## config.mk

```make
export PLATFORM = sky130hd
export DESIGN_NAME = versat_top
export DESIGN_NICKNAME = d
export VERILOG_FILES = /design/src/logic/versat_pkg.sv /design/src/logic/stage_mem.sv /design/src/logic/stage_alu.sv /design/src/logic/versat_stage.sv /design/src/logic/versat_top.sv
export SDC_FILE = /design/constraint.sdc
export NUM_CORES = 1
export LEC_CHECK = 0
export BUFFER_PORTS_ARGS = -buffer_cell sky130_fd_sc_hd__buf_2
export CAP_MARGIN = 20
export CORE_ASPECT_RATIO = 0.8
export CORE_MARGIN = 2
export CORE_UTILIZATION = 42
export CTS_CLUSTER_SIZE = 24
export DETAILED_ROUTE_END_ITERATION = 8
export SLEW_MARGIN = 20
export SYNTH_ARGS = -nofsm -noshare
export SYNTH_HDL_FRONTEND = slang
export SYNTH_SLANG_ARGS = --single-unit
export TNS_END_PERCENT = 1
```

## constraint.sdc

```tcl
create_clock -name clk -period 4.28 [get_ports clk]
set_input_delay 0.856 -clock clk [delete_from_list [all_inputs] [get_ports clk]]
set_output_delay 0.856 -clock clk [all_outputs]
set_load 0.03 [all_outputs]
```

## src/logic/versat_pkg.sv

```systemverilog
package versat_pkg;

   // datapath and host widths
   localparam int DATA_W    = 32;
   localparam int ADDR_W    = 8;
   localparam int N_STAGE   = 2;
   localparam int MEM_DEPTH = 8;
   localparam int MEM_AW    = 3;

   // local address seen by one stage, bits 3..0 of the host address
   localparam int LOC_AW = 4;

   // host address map
   localparam int         REGION_HI    = 7;
   localparam int         REGION_LO    = 6;
   localparam logic [1:0] REGION_STAGE = 2'd0;
   localparam logic [1:0] REGION_RUN   = 2'd1;
   localparam int         STAGE_BIT    = 4;
   localparam int         MEM_SEL_BIT  = 3;

   // configuration register indices
   localparam logic [2:0] REG_SRC_START = 3'd0;
   localparam logic [2:0] REG_COUNT     = 3'd1;
   localparam logic [2:0] REG_OP        = 3'd2;
   localparam logic [2:0] REG_DST_START = 3'd3;
   localparam logic [2:0] REG_STATUS    = 3'd7;

   typedef logic [DATA_W-1:0] data_t;
   typedef logic [ADDR_W-1:0] addr_t;
   typedef logic [MEM_AW-1:0] maddr_t;
   typedef logic [3:0]        count_t;
   typedef logic [1:0]        op_t;

   // own word combined with upstream word
   localparam op_t OP_ADD = 2'd0;
   localparam op_t OP_SUB = 2'd1;
   localparam op_t OP_AND = 2'd2;
   localparam op_t OP_XOR = 2'd3;

   typedef enum logic [1:0] {
      IDLE,
      RUN,
      DRAIN
   } run_state_e;

endpackage

```

## src/logic/stage_mem.sv

```systemverilog
`timescale 1ns/1ps

module stage_mem
   import versat_pkg::*;
(
   input  logic   clk,

   // host port, used while the stage is idle
   input  logic   host_en,
   input  logic   host_we,
   input  maddr_t host_addr,
   input  data_t  host_wdata,
   output data_t  host_rdata,

   // run read port
   input  maddr_t start,
   input  logic   load,
   input  logic   rd_en,
   output data_t  rd_data,

   // run write port
   input  logic   wr_en,
   input  maddr_t wr_addr,
   input  data_t  wr_data
);

   data_t  mem [MEM_DEPTH];

   // registered read address shared by host and run reads
   maddr_t raddr_q;
   data_t  word;

   // run writes win, host writes never overlap a run
   always_ff @(posedge clk) begin
      if (wr_en) begin
         mem[wr_addr] <= wr_data;
      end else if (host_en && host_we) begin
         mem[host_addr] <= host_wdata;
      end
   end

   // address generator
   always_ff @(posedge clk) begin
      if (load) begin
         raddr_q <= start;
      end else if (rd_en) begin
         raddr_q <= maddr_t'(raddr_q + 1'b1);
      end else if (host_en && !host_we) begin
         raddr_q <= host_addr;
      end
   end

   assign word = mem[raddr_q];

   assign host_rdata = word;

   // no item issued means a zero word on the run side
   assign rd_data = rd_en ? word : '0;

endmodule

```

## src/logic/stage_alu.sv

```systemverilog
`timescale 1ns/1ps

module stage_alu
   import versat_pkg::*;
(
   input  logic   clk,
   input  logic   rst,
   input  logic   in_valid,
   input  op_t    op,
   input  data_t  own,
   input  data_t  upstream,
   input  maddr_t dst_start,
   input  logic   load,
   output logic   wr_en,
   output maddr_t wr_addr,
   output data_t  wr_data
);

   data_t result;

   always_comb begin
      case (op)
         OP_ADD:  result = own + upstream;
         OP_SUB:  result = own - upstream;
         OP_AND:  result = own & upstream;
         OP_XOR:  result = own ^ upstream;
         default: result = '0;
      endcase
   end

   // result lands one cycle after the operands
   always_ff @(posedge clk) begin
      if (in_valid) begin
         wr_data <= result;
      end
   end

   always_ff @(posedge clk or posedge rst) begin
      if (rst) begin
         wr_en <= 1'b0;
      end else begin
         wr_en <= in_valid;
      end
   end

   // write address steps once per delivered result
   always_ff @(posedge clk or posedge rst) begin
      if (rst) begin
         wr_addr <= '0;
      end else if (load) begin
         wr_addr <= dst_start;
      end else if (wr_en) begin
         wr_addr <= maddr_t'(wr_addr + 1'b1);
      end
   end

endmodule

```

## src/logic/versat_stage.sv

```systemverilog
`timescale 1ns/1ps

module versat_stage
   import versat_pkg::*;
(
   input  logic              clk,
   input  logic              rst,

   // host side
   input  logic              valid,
   input  logic              we,
   input  logic [LOC_AW-1:0] addr,
   input  data_t             rdata,
   input  logic              run,
   output data_t             wdata,
   output logic              done,

   // ring side
   input  data_t             flow_in,
   output data_t             flow_out
);

   // configuration registers
   maddr_t     src_start;
   count_t     count;
   op_t        op;
   maddr_t     dst_start;

   run_state_e state;
   count_t     issued;
   logic       start;
   logic       rd_en;
   logic       drained;
   logic       item_valid;

   maddr_t     idx;
   logic       cfg_sel;
   logic       mem_host_en;
   data_t      reg_word;
   data_t      reg_rdata_q;
   logic       mem_sel_q;

   data_t      mem_rdata;
   data_t      mem_host_rdata;
   logic       alu_wr_en;
   maddr_t     alu_wr_addr;
   data_t      alu_wr_data;

   assign idx         = addr[MEM_AW-1:0];
   assign mem_host_en = valid & addr[MEM_SEL_BIT];
   assign cfg_sel     = valid & ~addr[MEM_SEL_BIT];

   always_ff @(posedge clk or posedge rst) begin
      if (rst) begin
         src_start <= '0;
         count     <= '0;
         op        <= OP_ADD;
         dst_start <= '0;
      end else if (cfg_sel && we) begin
         case (idx)
            REG_SRC_START: src_start <= maddr_t'(rdata);
            REG_COUNT:     count     <= count_t'(rdata);
            REG_OP:        op        <= op_t'(rdata);
            REG_DST_START: dst_start <= maddr_t'(rdata);
            default:       ;
         endcase
      end
   end

   // host read of a register or the status word
   always_comb begin
      case (idx)
         REG_SRC_START: reg_word = data_t'(src_start);
         REG_COUNT:     reg_word = data_t'(count);
         REG_OP:        reg_word = data_t'(op);
         REG_DST_START: reg_word = data_t'(dst_start);
         REG_STATUS:    reg_word = data_t'(done);
         default:       reg_word = '0;
      endcase
   end

   always_ff @(posedge clk) begin
      if (cfg_sel && !we) begin
         reg_rdata_q <= reg_word;
      end
   end

   always_ff @(posedge clk or posedge rst) begin
      if (rst) begin
         mem_sel_q <= 1'b0;
      end else if (valid) begin
         mem_sel_q <= addr[MEM_SEL_BIT];
      end
   end

   // memory word comes from the mem read path one cycle after the request
   assign wdata = mem_sel_q ? mem_host_rdata : reg_rdata_q;

   // run controller
   assign start   = (state == IDLE) && run && (count != '0);
   assign rd_en   = (state == RUN);
   assign drained = !item_valid && !alu_wr_en;

   always_ff @(posedge clk or posedge rst) begin
      if (rst) begin
         state  <= IDLE;
         issued <= '0;
         done   <= 1'b1;
      end else begin
         case (state)
            IDLE: begin
               if (start) begin
                  state  <= RUN;
                  issued <= '0;
                  done   <= 1'b0;
               end
            end
            RUN: begin
               issued <= count_t'(issued + 1'b1);
               if (issued == count_t'(count - 1'b1)) begin
                  state <= DRAIN;
               end
            end
            DRAIN: begin
               // wait for the last write to leave the ALU
               if (drained) begin
                  state <= IDLE;
                  done  <= 1'b1;
               end
            end
            default: state <= IDLE;
         endcase
      end
   end

   // flow register, zero when no read was issued
   always_ff @(posedge clk or posedge rst) begin
      if (rst) begin
         item_valid <= 1'b0;
         flow_out   <= '0;
      end else begin
         item_valid <= rd_en;
         flow_out   <= mem_rdata;
      end
   end

   stage_mem u_mem (
      .clk        (clk),
      .host_en    (mem_host_en),
      .host_we    (we),
      .host_addr  (idx),
      .host_wdata (rdata),
      .host_rdata (mem_host_rdata),
      .start      (src_start),
      .load       (start),
      .rd_en      (rd_en),
      .rd_data    (mem_rdata),
      .wr_en      (alu_wr_en),
      .wr_addr    (alu_wr_addr),
      .wr_data    (alu_wr_data)
   );

   stage_alu u_alu (
      .clk       (clk),
      .rst       (rst),
      .in_valid  (item_valid),
      .op        (op),
      .own       (flow_out),
      .upstream  (flow_in),
      .dst_start (dst_start),
      .load      (start),
      .wr_en     (alu_wr_en),
      .wr_addr   (alu_wr_addr),
      .wr_data   (alu_wr_data)
   );

endmodule

```

## src/logic/versat_top.sv

```systemverilog
`timescale 1ns/1ps

module versat_top
   import versat_pkg::*;
(
   input  logic  clk,
   input  logic  rst,

   // host port
   input  logic  valid,
   input  addr_t addr,
   input  logic  we,
   input  data_t rdata,
   output logic  ready,
   output data_t wdata
);

   logic [1:0]         region;
   logic               run;
   logic [N_STAGE-1:0] stage_valid;
   logic [N_STAGE-1:0] done;
   data_t              stage_wdata [N_STAGE];

   // flow word leaving each stage
   data_t              flow [N_STAGE];

   // read select captured in the valid cycle
   logic               rd_q;
   logic [1:0]         rd_region_q;
   logic               rd_stage_q;

   assign region = addr[REGION_HI:REGION_LO];

   // a write to the run address starts all stages together
   assign run = valid & we & (region == REGION_RUN);

   always_comb begin
      for (int j = 0; j < N_STAGE; j++) begin
         stage_valid[j] = valid && (region == REGION_STAGE) && (addr[STAGE_BIT] == 1'(j));
      end
   end

   always_ff @(posedge clk or posedge rst) begin
      if (rst) begin
         ready       <= 1'b0;
         rd_q        <= 1'b0;
         rd_region_q <= '0;
         rd_stage_q  <= 1'b0;
      end else begin
         ready <= valid;
         rd_q  <= valid & ~we;
         if (valid) begin
            rd_region_q <= region;
            rd_stage_q  <= addr[STAGE_BIT];
         end
      end
   end

   // read data in the ready cycle, zero otherwise
   always_comb begin
      wdata = '0;
      if (rd_q) begin
         case (rd_region_q)
            REGION_STAGE: wdata = stage_wdata[rd_stage_q];
            REGION_RUN:   wdata = data_t'(&done);
            default:      wdata = '0;
         endcase
      end
   end

   // stages in a ring, each fed by its upstream neighbour
   for (genvar i = 0; i < N_STAGE; i++) begin : g_stage
      versat_stage u_stage (
         .clk      (clk),
         .rst      (rst),
         .valid    (stage_valid[i]),
         .we       (we),
         .addr     (addr[LOC_AW-1:0]),
         .rdata    (rdata),
         .run      (run),
         .wdata    (stage_wdata[i]),
         .done     (done[i]),
         .flow_in  (flow[(i + N_STAGE - 1) % N_STAGE]),
         .flow_out (flow[i])
      );
   end

endmodule

```

Word-level counts from Yosys, hierarchy flattened
Memory sizes are Yosys's and may differ from the RTL's. A register that Yosys moved wholly into a read port is not among the register bits.
Index checks and enable logic that the tools add are counted.
{"block": "word_totals", "ramBits": 512, "input_bits": 44, "wordCells": 200, "ff_bits": 253, "memories": 2, "out_inout_bits": 33}
{"block": "op_classes", "n_lt_le_gt_ge": 1, "n_bitwise": 13, "eq_ne": 24, "reduce_logical": 56, "mux": 59, "add_sub_neg": 11}
{"memory": "g_stage[0].u_stage.u_mem.mem", "depth": 8, "width": 32, "rd": 1, "rd_clocked_by_memory_dff": 1, "write_ports": 1, "line_no": "stage_mem.sv:27", "source": "data_t mem [MEM_DEPTH];"}
{"memory": "g_stage[1].u_stage.u_mem.mem", "depth": 8, "width": 32, "rd": 1, "rd_clocked_by_memory_dff": 1, "write_ports": 1, "line_no": "stage_mem.sv:27"}
{"operator": "2-to-1 mux 32 bit", "n": 10}
{"operator": "one-hot mux 32 bit (4 select lines)", "n": 2}
{"operator": "one-hot mux 32 bit (2 select lines)", "n": 1}
{"operator": "OR reduction 32 bit", "n": 2}
{"operator": "subtractor 32 bit", "n": 2}
{"operator": "2-to-1 mux 3 bit", "n": 14}
{"operator": "one-hot mux 4 bit (5 select lines)", "n": 2}
{"operator": "adder 32 bit", "n": 1}
{"operator": "bitwise AND 32 bit", "n": 1}
{"operator": "XOR 32 bit", "n": 1}
{"operator": "AND reduction 2 bit", "n": 11}
{"operator": "logical AND 1 bit", "n": 17}
{"operator": "2-to-1 mux 1 bit", "n": 16}
{"operator": "one-hot mux 4 bit (2 select lines)", "n": 2}
{"operator": "adder 3 x 1 -> 3 bit (second input constant)", "n": 4}
{"operator": "== test 2 x 1 -> 1 bit (second input constant)", "n": 6}
{"operator": "== test 2 bit (second input constant)", "n": 6}
{"operator": "logical NOT 2 bit", "n": 6}
{"operator": "2-to-1 mux 2 bit", "n": 6}
{"operator": "one-hot mux 2 bit (3 select lines)", "n": 2}
{"operator": "AND reduction 3 bit", "n": 4}
{"operator": "nonzero test 2 bit", "n": 6}
{"operator": "adder 4 x 1 -> 4 bit (second input constant)", "n": 2}
{"operator": "== test 4 bit", "n": 2}
{"operator": "other kinds (16)", "n": 38}

Depth between registers and ports, before layout
Gate-level depths: netlist of the first run.
{"block": "logic_depth", "depth_word": 10, "mapped_depth": 13, "mapped_depth_nobuf": 13}

Cells and area by module
Synthesis of the first run repeated with hierarchy kept, for this count alone.
{"block": "hier_totals", "hier_cells": 2785, "hier_area_um2": 36259.8}
{"mod": "stage_mem at g_stage[0].u_stage.u_mem", "area_each_um2": 10824.1, "cells_per_inst": 639, "seq_area_each_um2": 7837.5, "n_inst": 1}
{"mod": "stage_mem at g_stage[1].u_stage.u_mem", "area_each_um2": 10789.1, "cells_per_inst": 629, "seq_area_each_um2": 7837.5, "n_inst": 1}
{"mod": "stage_alu at g_stage[1].u_stage.u_alu", "area_each_um2": 4704.5, "cells_per_inst": 546, "seq_area_each_um2": 1061.0, "n_inst": 1}
{"mod": "stage_alu at g_stage[0].u_stage.u_alu", "area_each_um2": 4672.0, "cells_per_inst": 547, "seq_area_each_um2": 1061.0, "n_inst": 1}
{"mod": "versat_stage", "area_each_um2": 2268.4, "cells_per_inst": 167, "seq_area_each_um2": 1447.6, "n_inst": 2}
{"mod": "versat_top", "area_each_um2": 733.2, "cells_per_inst": 90, "seq_area_each_um2": 125.1, "n_inst": 1}

Worst setup path after synthesis of the first run
No wires, ideal clock.
{"block": "synth_timing", "path_kind": "in2reg", "from": "in addr[7]", "to": "mem g_stage[0].u_stage.u_mem.mem[7][0] in the netlist's numbering (enable)", "path_stages": 7, "t_required_ns": 3.859, "arrival_time_ns": 3.707, "path_slack_ns": 0.152, "path_buffers": 2, "setup_ns": 0.421, "cell_sequence": "nand2b_1 > or3_1 > clkbuf_1 > nor3_1 > clkbuf_1 > a22oi_1 > nor2_1"}
{"block": "synth_via", "elab_chain_cells": 10, "word_cells_on_any_way": 11, "cone_classes": "mux (5); bitwise (1); reduce/logical (5)"}
{"item": "start: declaration", "line_no": "versat_top.sv:11", "source": "input addr_t addr,"}
{"item": "logical NOT 2 bit (*)", "line_no": "versat_top.sv:39", "source": "stage_valid[j] = valid && (region == REGION_STAGE) && (addr[STAGE_BIT] == 1'(j));"}
{"item": "logical AND 1 bit (*) (2 in a row)", "line_no": "versat_top.sv:39"}
{"item": "bitwise AND 1 bit (*)", "line_no": "versat_stage.sv:50", "source": "assign mem_host_en = valid & addr[MEM_SEL_BIT];"}
{"item": "logical AND 1 bit (*)", "line_no": "stage_mem.sv:37", "source": "end else if (host_en && host_we) begin"}
{"item": "2-to-1 mux 1 bit (*)", "line_no": "stage_mem.sv:37"}
{"item": "2-to-1 mux 1 bit (*)", "line_no": "stage_mem.sv:35", "source": "if (wr_en) begin"}
{"item": "2-to-1 mux 1 bit (not written as such) (*)", "line_no": "stage_mem.sv:38", "source": "mem[host_addr] <= host_wdata;"}
{"item": "OR reduction 32 bit (no line)"}
{"item": "2-to-1 mux 3 bit (no line) or 2-to-1 mux 1 bit (tied branches)"}
{"item": "end: declaration", "line_no": "stage_mem.sv:27"}
Every way passes the cells marked *; elsewhere a longest branch is shown, timed or not.

==> run_results.csv, run 1 <==
group,metric,value,unit
status,outcome,"complete, no violations",
routing,via_per_inst,5.907,
power,p_per_area,777.7,nW/um^2
timing,hold_viol,0,
logic_synthesis,syn_inst,2525,
logic_synthesis,synth_xor_area_frac,0.01666,
grt,overflow,0,
floorplan,io_pins,77,
placement,gp_congestion,0.9518,
grt,track_usage,0.2358,
grt,grt_max_degree,68,
cts,cts_hold_buf,0,
logic_synthesis,synthAdderAreaFrac,0.03996,
logic_synthesis,synthSimpleGateAreaFrac,0.06665,
floorplan,die_y,261.1,um
power,comb_power_share,0.449,
finish,final_common_cell,"edfxtp_1",
timing,rsz0062_at_grt,"no",
worst_setup_path,crit_path_max_fanout,28,
routing,drt_first_pass_iters,6,
power,p_switching,12.16,mW
finish,n_antenna_cell,0,
worst_setup_path,path_buf_inv,2,
routing,num_vias,22310,
timing,hold_ws,0.2957,ns
worst_setup_path,critPathLaunchType,"flop",
routing,drc,0,
worst_setup_path,crit_chain,"buf_12 > mux4_2 > mux2i_1 > o22a_1 > nor2_1 > buf_2",
logic_synthesis,synthesis.area,34690,sq um
finish,most-common-layout-cells,"590 x edfxtp_1, 238 x nor2_1, 150 x a21oi_1",
placement,portBuffers,75,
logic_synthesis,seq_area_frac_synth,0.6001,
worst_setup_path,setup.worst_path.end_class,"primary output",
floorplan,fp.dieW,325.3,um
floorplan,coreArea,81980,sq um
worst_setup_path,max_stage_delay,0.62,ns
finish,n_fill_cell,7167,
routing,ant_nets,0,
logic_synthesis,synth-main-ff-cell,"edfxtp_1",
cts,cts.sinks,715,
routing,dr.first_iter.drc_count,2524,
cts,cts_buffer_depth,3,
run,cap_violations,0,
timing,setup-violations-final,0,
floorplan,dieArea,84930,sq um
logic_synthesis,synth_compound_area_frac,0.09616,
timing,tightest_slew,1.119,ns
routing,post_drt_wl_per_cell,26.57,um
power,ir_worst_vdd,368.3,uV
worst_setup_path,worstSetupPathType,"flop to primary output",
logic_synthesis,synth-edff-count,590,
logic_synthesis,syn_avg_cell_area,13.74,sq um
cts,clock_latency,0.65,ns
power,p_sw_frac,0.3974,
timing,period_share,0.9456,
logic_synthesis,synth_async_sr_flop_share,0.1664,
timing,tns,0,ns
placement,place_hpwl,67.65,mm
cts,post-cts-setup-buffers,0,
logic_synthesis,ys_types,88,
power,internal_power,18.44,mW
timing,slew_viol_final,0,
cts,htreeDepth,3,
power,design_power_total,30.61,mW
cts,cts_buffers,74,
floorplan,start_util,0.4232,
finish,final_area,39360,sq um
timing,period_minus_slack,4.047,ns
logic_synthesis,synth.net_count,2678,
cts,ctsResizeCount,0,
worst_setup_path,cp_data_arrival_time,3.19,ns
grt,grt_pass1_vias,22230,
power,p_leak,14.29,nW
routing,postRouteWirelength,100.3,mm
grt,grt_first_pass_wirelength,147.5,mm
power,pwr-share-seq,0.333,
finish,syn_to_final_growth,13.45,%
floorplan,row_count,94,
worst_setup_path,slowest_stage,"dfxtp_4",
logic_synthesis,yosysWarningCount,0,
cts,cts_tree,"yes",
timing,max_clock_freq,247.1,MHz
logic_synthesis,ys_seq_elements,715,
power,clkPwrFrac,0.218,
timing,maxSlewHeadroom,0.2542,
logic_synthesis,synth_top_family_by_area,"multiplexers",
cts,clk_pin_slew,0.06,ns
timing,fin_skew,0.02824,ns
placement,placed_cell_area,36820,sq um
worst_setup_path,critPathRequiredTime,3.42,ns
worst_setup_path,crit_family,"multiplexers",
finish,nNetsFinal,2765,
cts,cts-root-buf,"clkbuf_16",
finish,drive_gt1_frac,0.2181,
grt,antenna_found_initial,4,
logic_synthesis,synthMuxAreaShare,0.1503,
finish,final_util,0.4801,
min_path,min_path_type,"primary input to asynchronous set/reset pin",
metal layers:
layer  wire length, um  part of all wire  track usage  vias up
li1                  -                 -            -     9765
met1             45100              0.45       0.3439    11500
met2             45710              0.46       0.3688      897
met3              7198             0.072      0.03999      150
met4              2314             0.023      0.06006        2
met5                 9          0.000090            0        -
worst register-to-register path, stage by stage (launching register included):
cell       delay (ns)
dfrtp_1          0.40
inv_1            0.09
ha_1             0.16
inv_1            0.07
fa_1             0.47
a211oi_1         0.36
o211ai_1         0.29
a31oi_1          0.42
o31ai_1          0.27
a21boi_2         0.39
nor4_1           0.13
a2111oi_1        0.37
xnor2_1          0.17
mux2i_1          0.11
state kept, by name (all words and copies together) (netlist names), 2 cells and up, named ones only:
signal,cells
g_stage.u_stage.flow_out,64
g_stage.u_stage.u_alu.wr_addr,6
g_stage.u_stage.reg_rdata_q,8
g_stage.u_stage.issued,8
g_stage.u_stage.src_start,6
g_stage.u_stage.count,8
g_stage.u_stage.item_valid,2
g_stage.u_stage.u_mem.raddr_q,6
g_stage.u_stage.mem_sel_q,2
g_stage.u_stage.u_mem.mem,512
g_stage.u_stage.op,4
rd_region_q,2
g_stage.u_stage.state,4
g_stage.u_stage.u_alu.wr_data,64
g_stage.u_stage.done,2
g_stage.u_stage.dst_start,6
g_stage.u_stage.u_alu.wr_en,2
power by group through the flow:
stage | Sequential [mW] | Clock [mW] | Combinational (mW)
detailed placement | 10.3 | 0 | 13.4
finish | 10.2 | 6.68 | 13.7
CTS | 10.2 | 6.81 | 13.5
global placement | 10.3 | 0 | 13.3
floorplan | 9.86 | 0 | 9.33
global route | 10.3 | 7.06 | 14.8
cell usage after synthesis, types with 9 or more instances:
cell type	count	area, sq um
a211oi_1	23	172.7
a21o_1	19	142.6
a21oi_1	150	750.7
a221oi_1	12	105.1
a22oi_1	9	67.56
a31oi_1	21	131.4
and2_1	9	56.30
and3_1	9	56.30
buf_1	29	108.9
buf_2	11	55.05
clkbuf_1	106	397.9
dfrtp_1	117	2928
edfxtp_1	590	17720
ha_1	106	1326
inv_1	118	442.9
mux2_2	106	1194
mux2i_1	100	1001
mux4_2	134	3018
nand2_1	113	424.2
nand2b_1	17	106.4
nand3_1	24	120.1
nand4_1	12	75.07
nor2_1	257	964.7
nor2b_1	15	93.84
nor3_1	29	145.1
o211ai_1	16	120.1
o21ai_0	105	525.5
o21bai_1	16	120.1
o221ai_1	9	78.83
o22a_1	29	254.0
o31ai_1	15	112.6
or3_1	10	62.56
xnor2_1	58	508.0
cells by family after synthesis:
| family | after synthesis |
|---|---|
| flip-flops | 715 |
| AND/OR/NAND/NOR | 524 |
| AO/OA/AOI/OAI | 500 |
| multiplexers | 340 |
| buffers and inverters | 271 |
| adder cells (fa/ha/maj) | 109 |
| XOR/XNOR | 66 |
path summary, 6_finish.rpt:
path / from / end / slack (ns) / depth (start not counted)
max: flop / wdata[18] / 0.23 / 6
min: rst / g_stage[1].u_stage.count[0] / 0.30 / 2
max reg2reg: g_stage[1].u_stage.flow_out[0] / g_stage[1].u_stage.u_alu.wr_data[28] / 0.31 / 13
min reg2reg: g_stage[1].u_stage.done / g_stage[1].u_stage.done / 0.51 / 2
max in group asynchronous: rst / g_stage[0].u_stage.flow_out[14] / 3.09 / 3
min in group clk: valid / ready / 0.40 / 1
area by class of cell:
cell class | count | area [sq um] | area share
Clock buffer | 92 | 1993 | 0.05064
Clock inverter | 45 | 538.0 | 0.01367
Inverter | 123 | 466.7 | 0.01186
Multi-Input combinational cell | 1539 | 12970 | 0.3296
Sequential cell | 715 | 20840 | 0.5294
Tap cell | 1104 | 1381 | 0.03510
Timing Repair Buffer | 159 | 1169 | 0.02969
metrics by stage:
step           instances  worst slack, ns
3_5_place_dp        3640           0.2885
6_report            3777           0.2329
5_1_grt             3777          0.06838
2_1_floorplan       2525           0.1522
3_3_place_gp        3640           0.2720
4_1_cts             3777           0.1590
Power figures use the tool's default switching activity.
==> run 2, diff against run 1 <==
--- a/config.mk
+++ b/config.mk
@@ -15,5 +15,6 @@
 export SLEW_MARGIN = 20
 export SYNTH_ARGS = -nofsm -noshare
 export SYNTH_HDL_FRONTEND = slang
+export SYNTH_HIERARCHICAL = 1
 export SYNTH_SLANG_ARGS = --single-unit
 export TNS_END_PERCENT = 1
==> run 2 against run 1 <==
The run now ends with negative setup slack left. Wire length rose by 3.7%. Setup slack worse by 0.53 ns. Count of clock-buffer cells in the layout is the same. First-iteration DRC count down 26%. Critical endpoint is now g_stage[1].u_stage/u_alu/wr_data[31]. Clock power shrank 3.1%. Critical path type is now flop to flop. Sequential share of layout area decreased by 3.6 points. Total power up 13%. Worst hold slack got worse by 0.086 ns. Highest routed layer unchanged. Sequential power is 6% higher. Clock skew shrank 0.0051 ns.
==> run_results.csv, run 2 <==
group,metric,value,unit
worst_setup_path,setup.worst_path.end_class,"flop",
routing,num_vias,23950,
worst_setup_path,cp_common_cell,"or4_4",
grt,overflow,0,
worst_setup_path,crit_family,"simple AND/OR/NAND/NOR gates",
timing,hold_viol,0,
logic_synthesis,netlist_top_cells_count,"590 x edfxtp_1, 228 x mux2_2, 207 x mux2i_1, 194 x nor2_1, 138 x ha_1",
worst_setup_path,crit_path_max_fanout,6,
worst_setup_path,path_buf_inv,1,
logic_synthesis,yosysWarningCount,6,
logic_synthesis,synth-main-ff-cell,"edfxtp_1",
finish,syn_to_final_growth,16.50,%
worst_setup_path,reg2reg_slack,-0.30,ns
finish,n_fill_cell,7490,
cts,clock_latency,0.64,ns
finish,final_cells,4251,
power,p_per_area,822.1,nW/um^2
logic_synthesis,synth.net_count,2969,
grt,antenna_found_initial,2,
logic_synthesis,synth_async_sr_flop_share,0.1664,
routing,via_per_inst,5.634,
grt,grt_first_pass_wirelength,154.6,mm
placement,place_hpwl,74.60,mm
power,p_leak,16.46,nW
placement,placed_cell_area,39610,sq um
cts,cts_tree,"yes",
cts,cts.sinks,715,
finish,n_antenna_cell,0,
finish,final_area,42240,sq um
min_path,min_path_type,"primary input to asynchronous set/reset pin",
cts,clk_pin_slew,0.06,ns
floorplan,dieArea,88710,sq um
grt,grt_max_degree,62,
floorplan,fp.dieW,332.5,um
timing,worst_slack,-0.3010,ns
logic_synthesis,yosysMostFrequentCell,"edfxtp_1",
timing,slew_viol_final,0,
timing,hold_ws,0.2094,ns
routing,ant_nets,0,
timing,max_clock_freq,218.3,MHz
logic_synthesis,ys_types,97,
finish,largest_reg_flops,512,
floorplan,coreArea,85640,sq um
routing,postRouteWirelength,104.0,mm
status,violations,"negative setup slack",
logic_synthesis,synthesis.area,36260,sq um
finish,nNetsFinal,3249,
floorplan,start_util,0.4234,
run,cap_violations,0,
placement,gp_congestion,0.9141,
finish,final_common_cell,"edfxtp_1",
logic_synthesis,synthAdderAreaFrac,0.04872,
timing,period_share,1.070,
routing,post_drt_wl_per_cell,24.47,um
status,outcome,"complete, but fails checks",
routing,drt_first_pass_iters,6,
worst_setup_path,worstSetupPathType,"flop to flop",
worst_setup_path,r2r_end,"g_stage[1].u_stage/u_alu/wr_data[31]",
logic_synthesis,yosysTopAreaCell,"edfxtp_1",
worst_setup_path,critPathRequiredTime,4.64,ns
logic_synthesis,synth-edff-count,590,
worst_setup_path,worstReg2RegStart,"g_stage[0].u_stage/flow_out[4]",
floorplan,io_pins,77,
cts,cts_hold_buf,0,
floorplan,row_count,96,
placement,dp_cells,4113,
worst_setup_path,slowest_stage,"or4_4",
logic_synthesis,synth_top_family_by_area,"multiplexers",
power,ir_worst_vdd,340.6,uV
timing,fin_skew,0.02310,ns
cts,cts_buffers,73,
timing,period_minus_slack,4.581,ns
routing,drc,0,
finish,largestRegisters,"g_stage.u_stage/u_mem/mem: 512 flops, g_stage.u_stage/flow_out: 64 flops, g_stage.u_stage/u_alu/wr_data: 64 flops",
grt,track_usage,0.2336,
logic_synthesis,syn_inst,2785,
logic_synthesis,seq_area_frac_synth,0.5741,
placement,portBuffers,75,
logic_synthesis,synthTopCellsByArea,"edfxtp_1 49%, dfrtp_1 8.1%, mux2_2 7.1%",
worst_setup_path,r2r_cells,14,
timing,tightest_slew,1.027,ns
timing,setup-violations-final,22,
worst_setup_path,crit_chain,"or4_4 > or4_4 > or4_4 > nor2_4 > buf_4 > nand2_4 > o41ai_4 > xor2_1 > ha_1 > a21o_1 > a31o_2 > a221o_1 > nor4b_2 > nor3_1",
finish,drive_gt1_frac,0.2513,
logic_synthesis,syn_avg_cell_area,13.02,sq um
floorplan,die_y,266.8,um
logic_synthesis,yosys.area.top_type_share,0.4886,
logic_synthesis,synthSimpleGateAreaFrac,0.09331,
grt,grt_pass1_vias,24150,
cts,cts-root-buf,"clkbuf_16",
logic_synthesis,synth_xor_area_frac,0.03116,
finish,largest-register,"g_stage.u_stage/u_mem/mem",
worst_setup_path,critPathLaunchType,"flop",
logic_synthesis,synthMuxAreaShare,0.1331,
cts,htreeDepth,3,
logic_synthesis,synth_compound_area_frac,0.09593,
worst_setup_path,max_stage_delay,0.59,ns
worst_setup_path,worstSetupStartpoint,"g_stage[0].u_stage/flow_out[4]",
worst_setup_path,cp_data_arrival_time,4.95,ns
routing,dr.first_iter.drc_count,1877,
cts,cts_buffer_depth,3,
power,design_power_total,34.73,mW
finish,most-common-layout-cells,"590 x edfxtp_1, 257 x buf_4, 228 x mux2_2",
timing,maxSlewHeadroom,0.3154,
timing,rsz0062_at_grt,"yes",
logic_synthesis,ys_seq_elements,715,
==> run 2: cell count changes in the layout (fill, tap and decap cells not counted), sizes merged, moves of 61 or more <==
cell / change
nor3: +71
xor2: +62
a22o: +63
mux2: +132
buf: +184
inv: -80
nor2: -61
mux4: -132
mux2i: +107
==> run 2: worst max path at each step <==
| stage | endpoint | slack, ns | depth (start not counted) |
|---|---|---|---|
| floorplan | g_stage[1].u_stage/u_mem/mem[0][0] | -0.73 | 5 |
| CTS | g_stage[1].u_stage/u_alu/wr_data[26] | -0.24 | 14 |
| global route | g_stage[1].u_stage/u_alu/wr_data[28] | -0.42 | 15 |
| finish | g_stage[1].u_stage/u_alu/wr_data[31] | -0.30 | 14 |
| detailed placement | g_stage[1].u_stage/u_alu/wr_data[26] | -0.39 | 14 |
| global placement | g_stage[1].u_stage/u_alu/wr_data[26] | -0.43 | 14 |
==> run 2: power breakdown <==
| part | switching, mW | internal [mW] | total (mW) |
|---|---|---|---|
| Combinational | 10.2 | 7.27 | 17.5 |
| Sequential | 0.957 | 9.81 | 10.8 |
| Clock | 2.69 | 3.78 | 6.47 |
| Total | 13.9 | 20.9 | 34.7 |
==> run 2: cell type report <==
cell class	instances	area, sq um	area share
Clock buffer	92	2022	0.04787
Inverter	42	157.7	0.003732
Clock inverter	42	401.6	0.009508
Timing Repair Buffer	343	2525	0.05977
Tap cell	1127	1410	0.03338
Multi-Input combinational cell	1890	14890	0.3525
Sequential cell	715	20830	0.4932
==> run 2: routing by layer <==
metal | vias up | part of all wire | routed length [um] | global-route usage
li1 | 11160 | - | - | -
met1 | 12040 | 0.47 | 49010 | 0.3351
met2 | 604 | 0.45 | 47120 | 0.3669
met3 | 138 | 0.051 | 5326 | 0.04083
met4 | 4 | 0.024 | 2541 | 0.06007
met5 | - | 0.00027 | 28 | 0
==> run 2: cell families (layout without fill, tap and decap cells) <==
| kind of cell | after synthesis | in the layout |
|---|---|---|
| AND/OR/NAND/NOR | 655 | 655 |
| flip-flops | 715 | 715 |
| adder cells (fa/ha/maj) | 140 | 140 |
| AO/OA/AOI/OAI | 519 | 519 |
| multiplexers | 447 | 447 |
| XOR/XNOR | 129 | 129 |
| buffers and inverters | 180 | 519 |
==> run 2: what timing repair did <==
action                                  in CTS  in global routing
pin swaps                                    5                 12
endpoints found under the setup margin      23                 31
buffers inserted                             0                  4
resized for setup                           21                 14
==> run 2: metrics by stage <==
stage / setup slack [ns] / util / setup TNS (ns)
after global routing: -0.4171 / 0.4932 / -6.952
after floorplan: -0.7268 / - / -176.29
after global placement: -0.4347 / 0.4625 / -2.698
final: -0.3010 / 0.4932 / -2.360
after CTS: -0.2390 / 0.4918 / -1.103
after detailed placement: -0.3905 / 0.4625 / -3.172
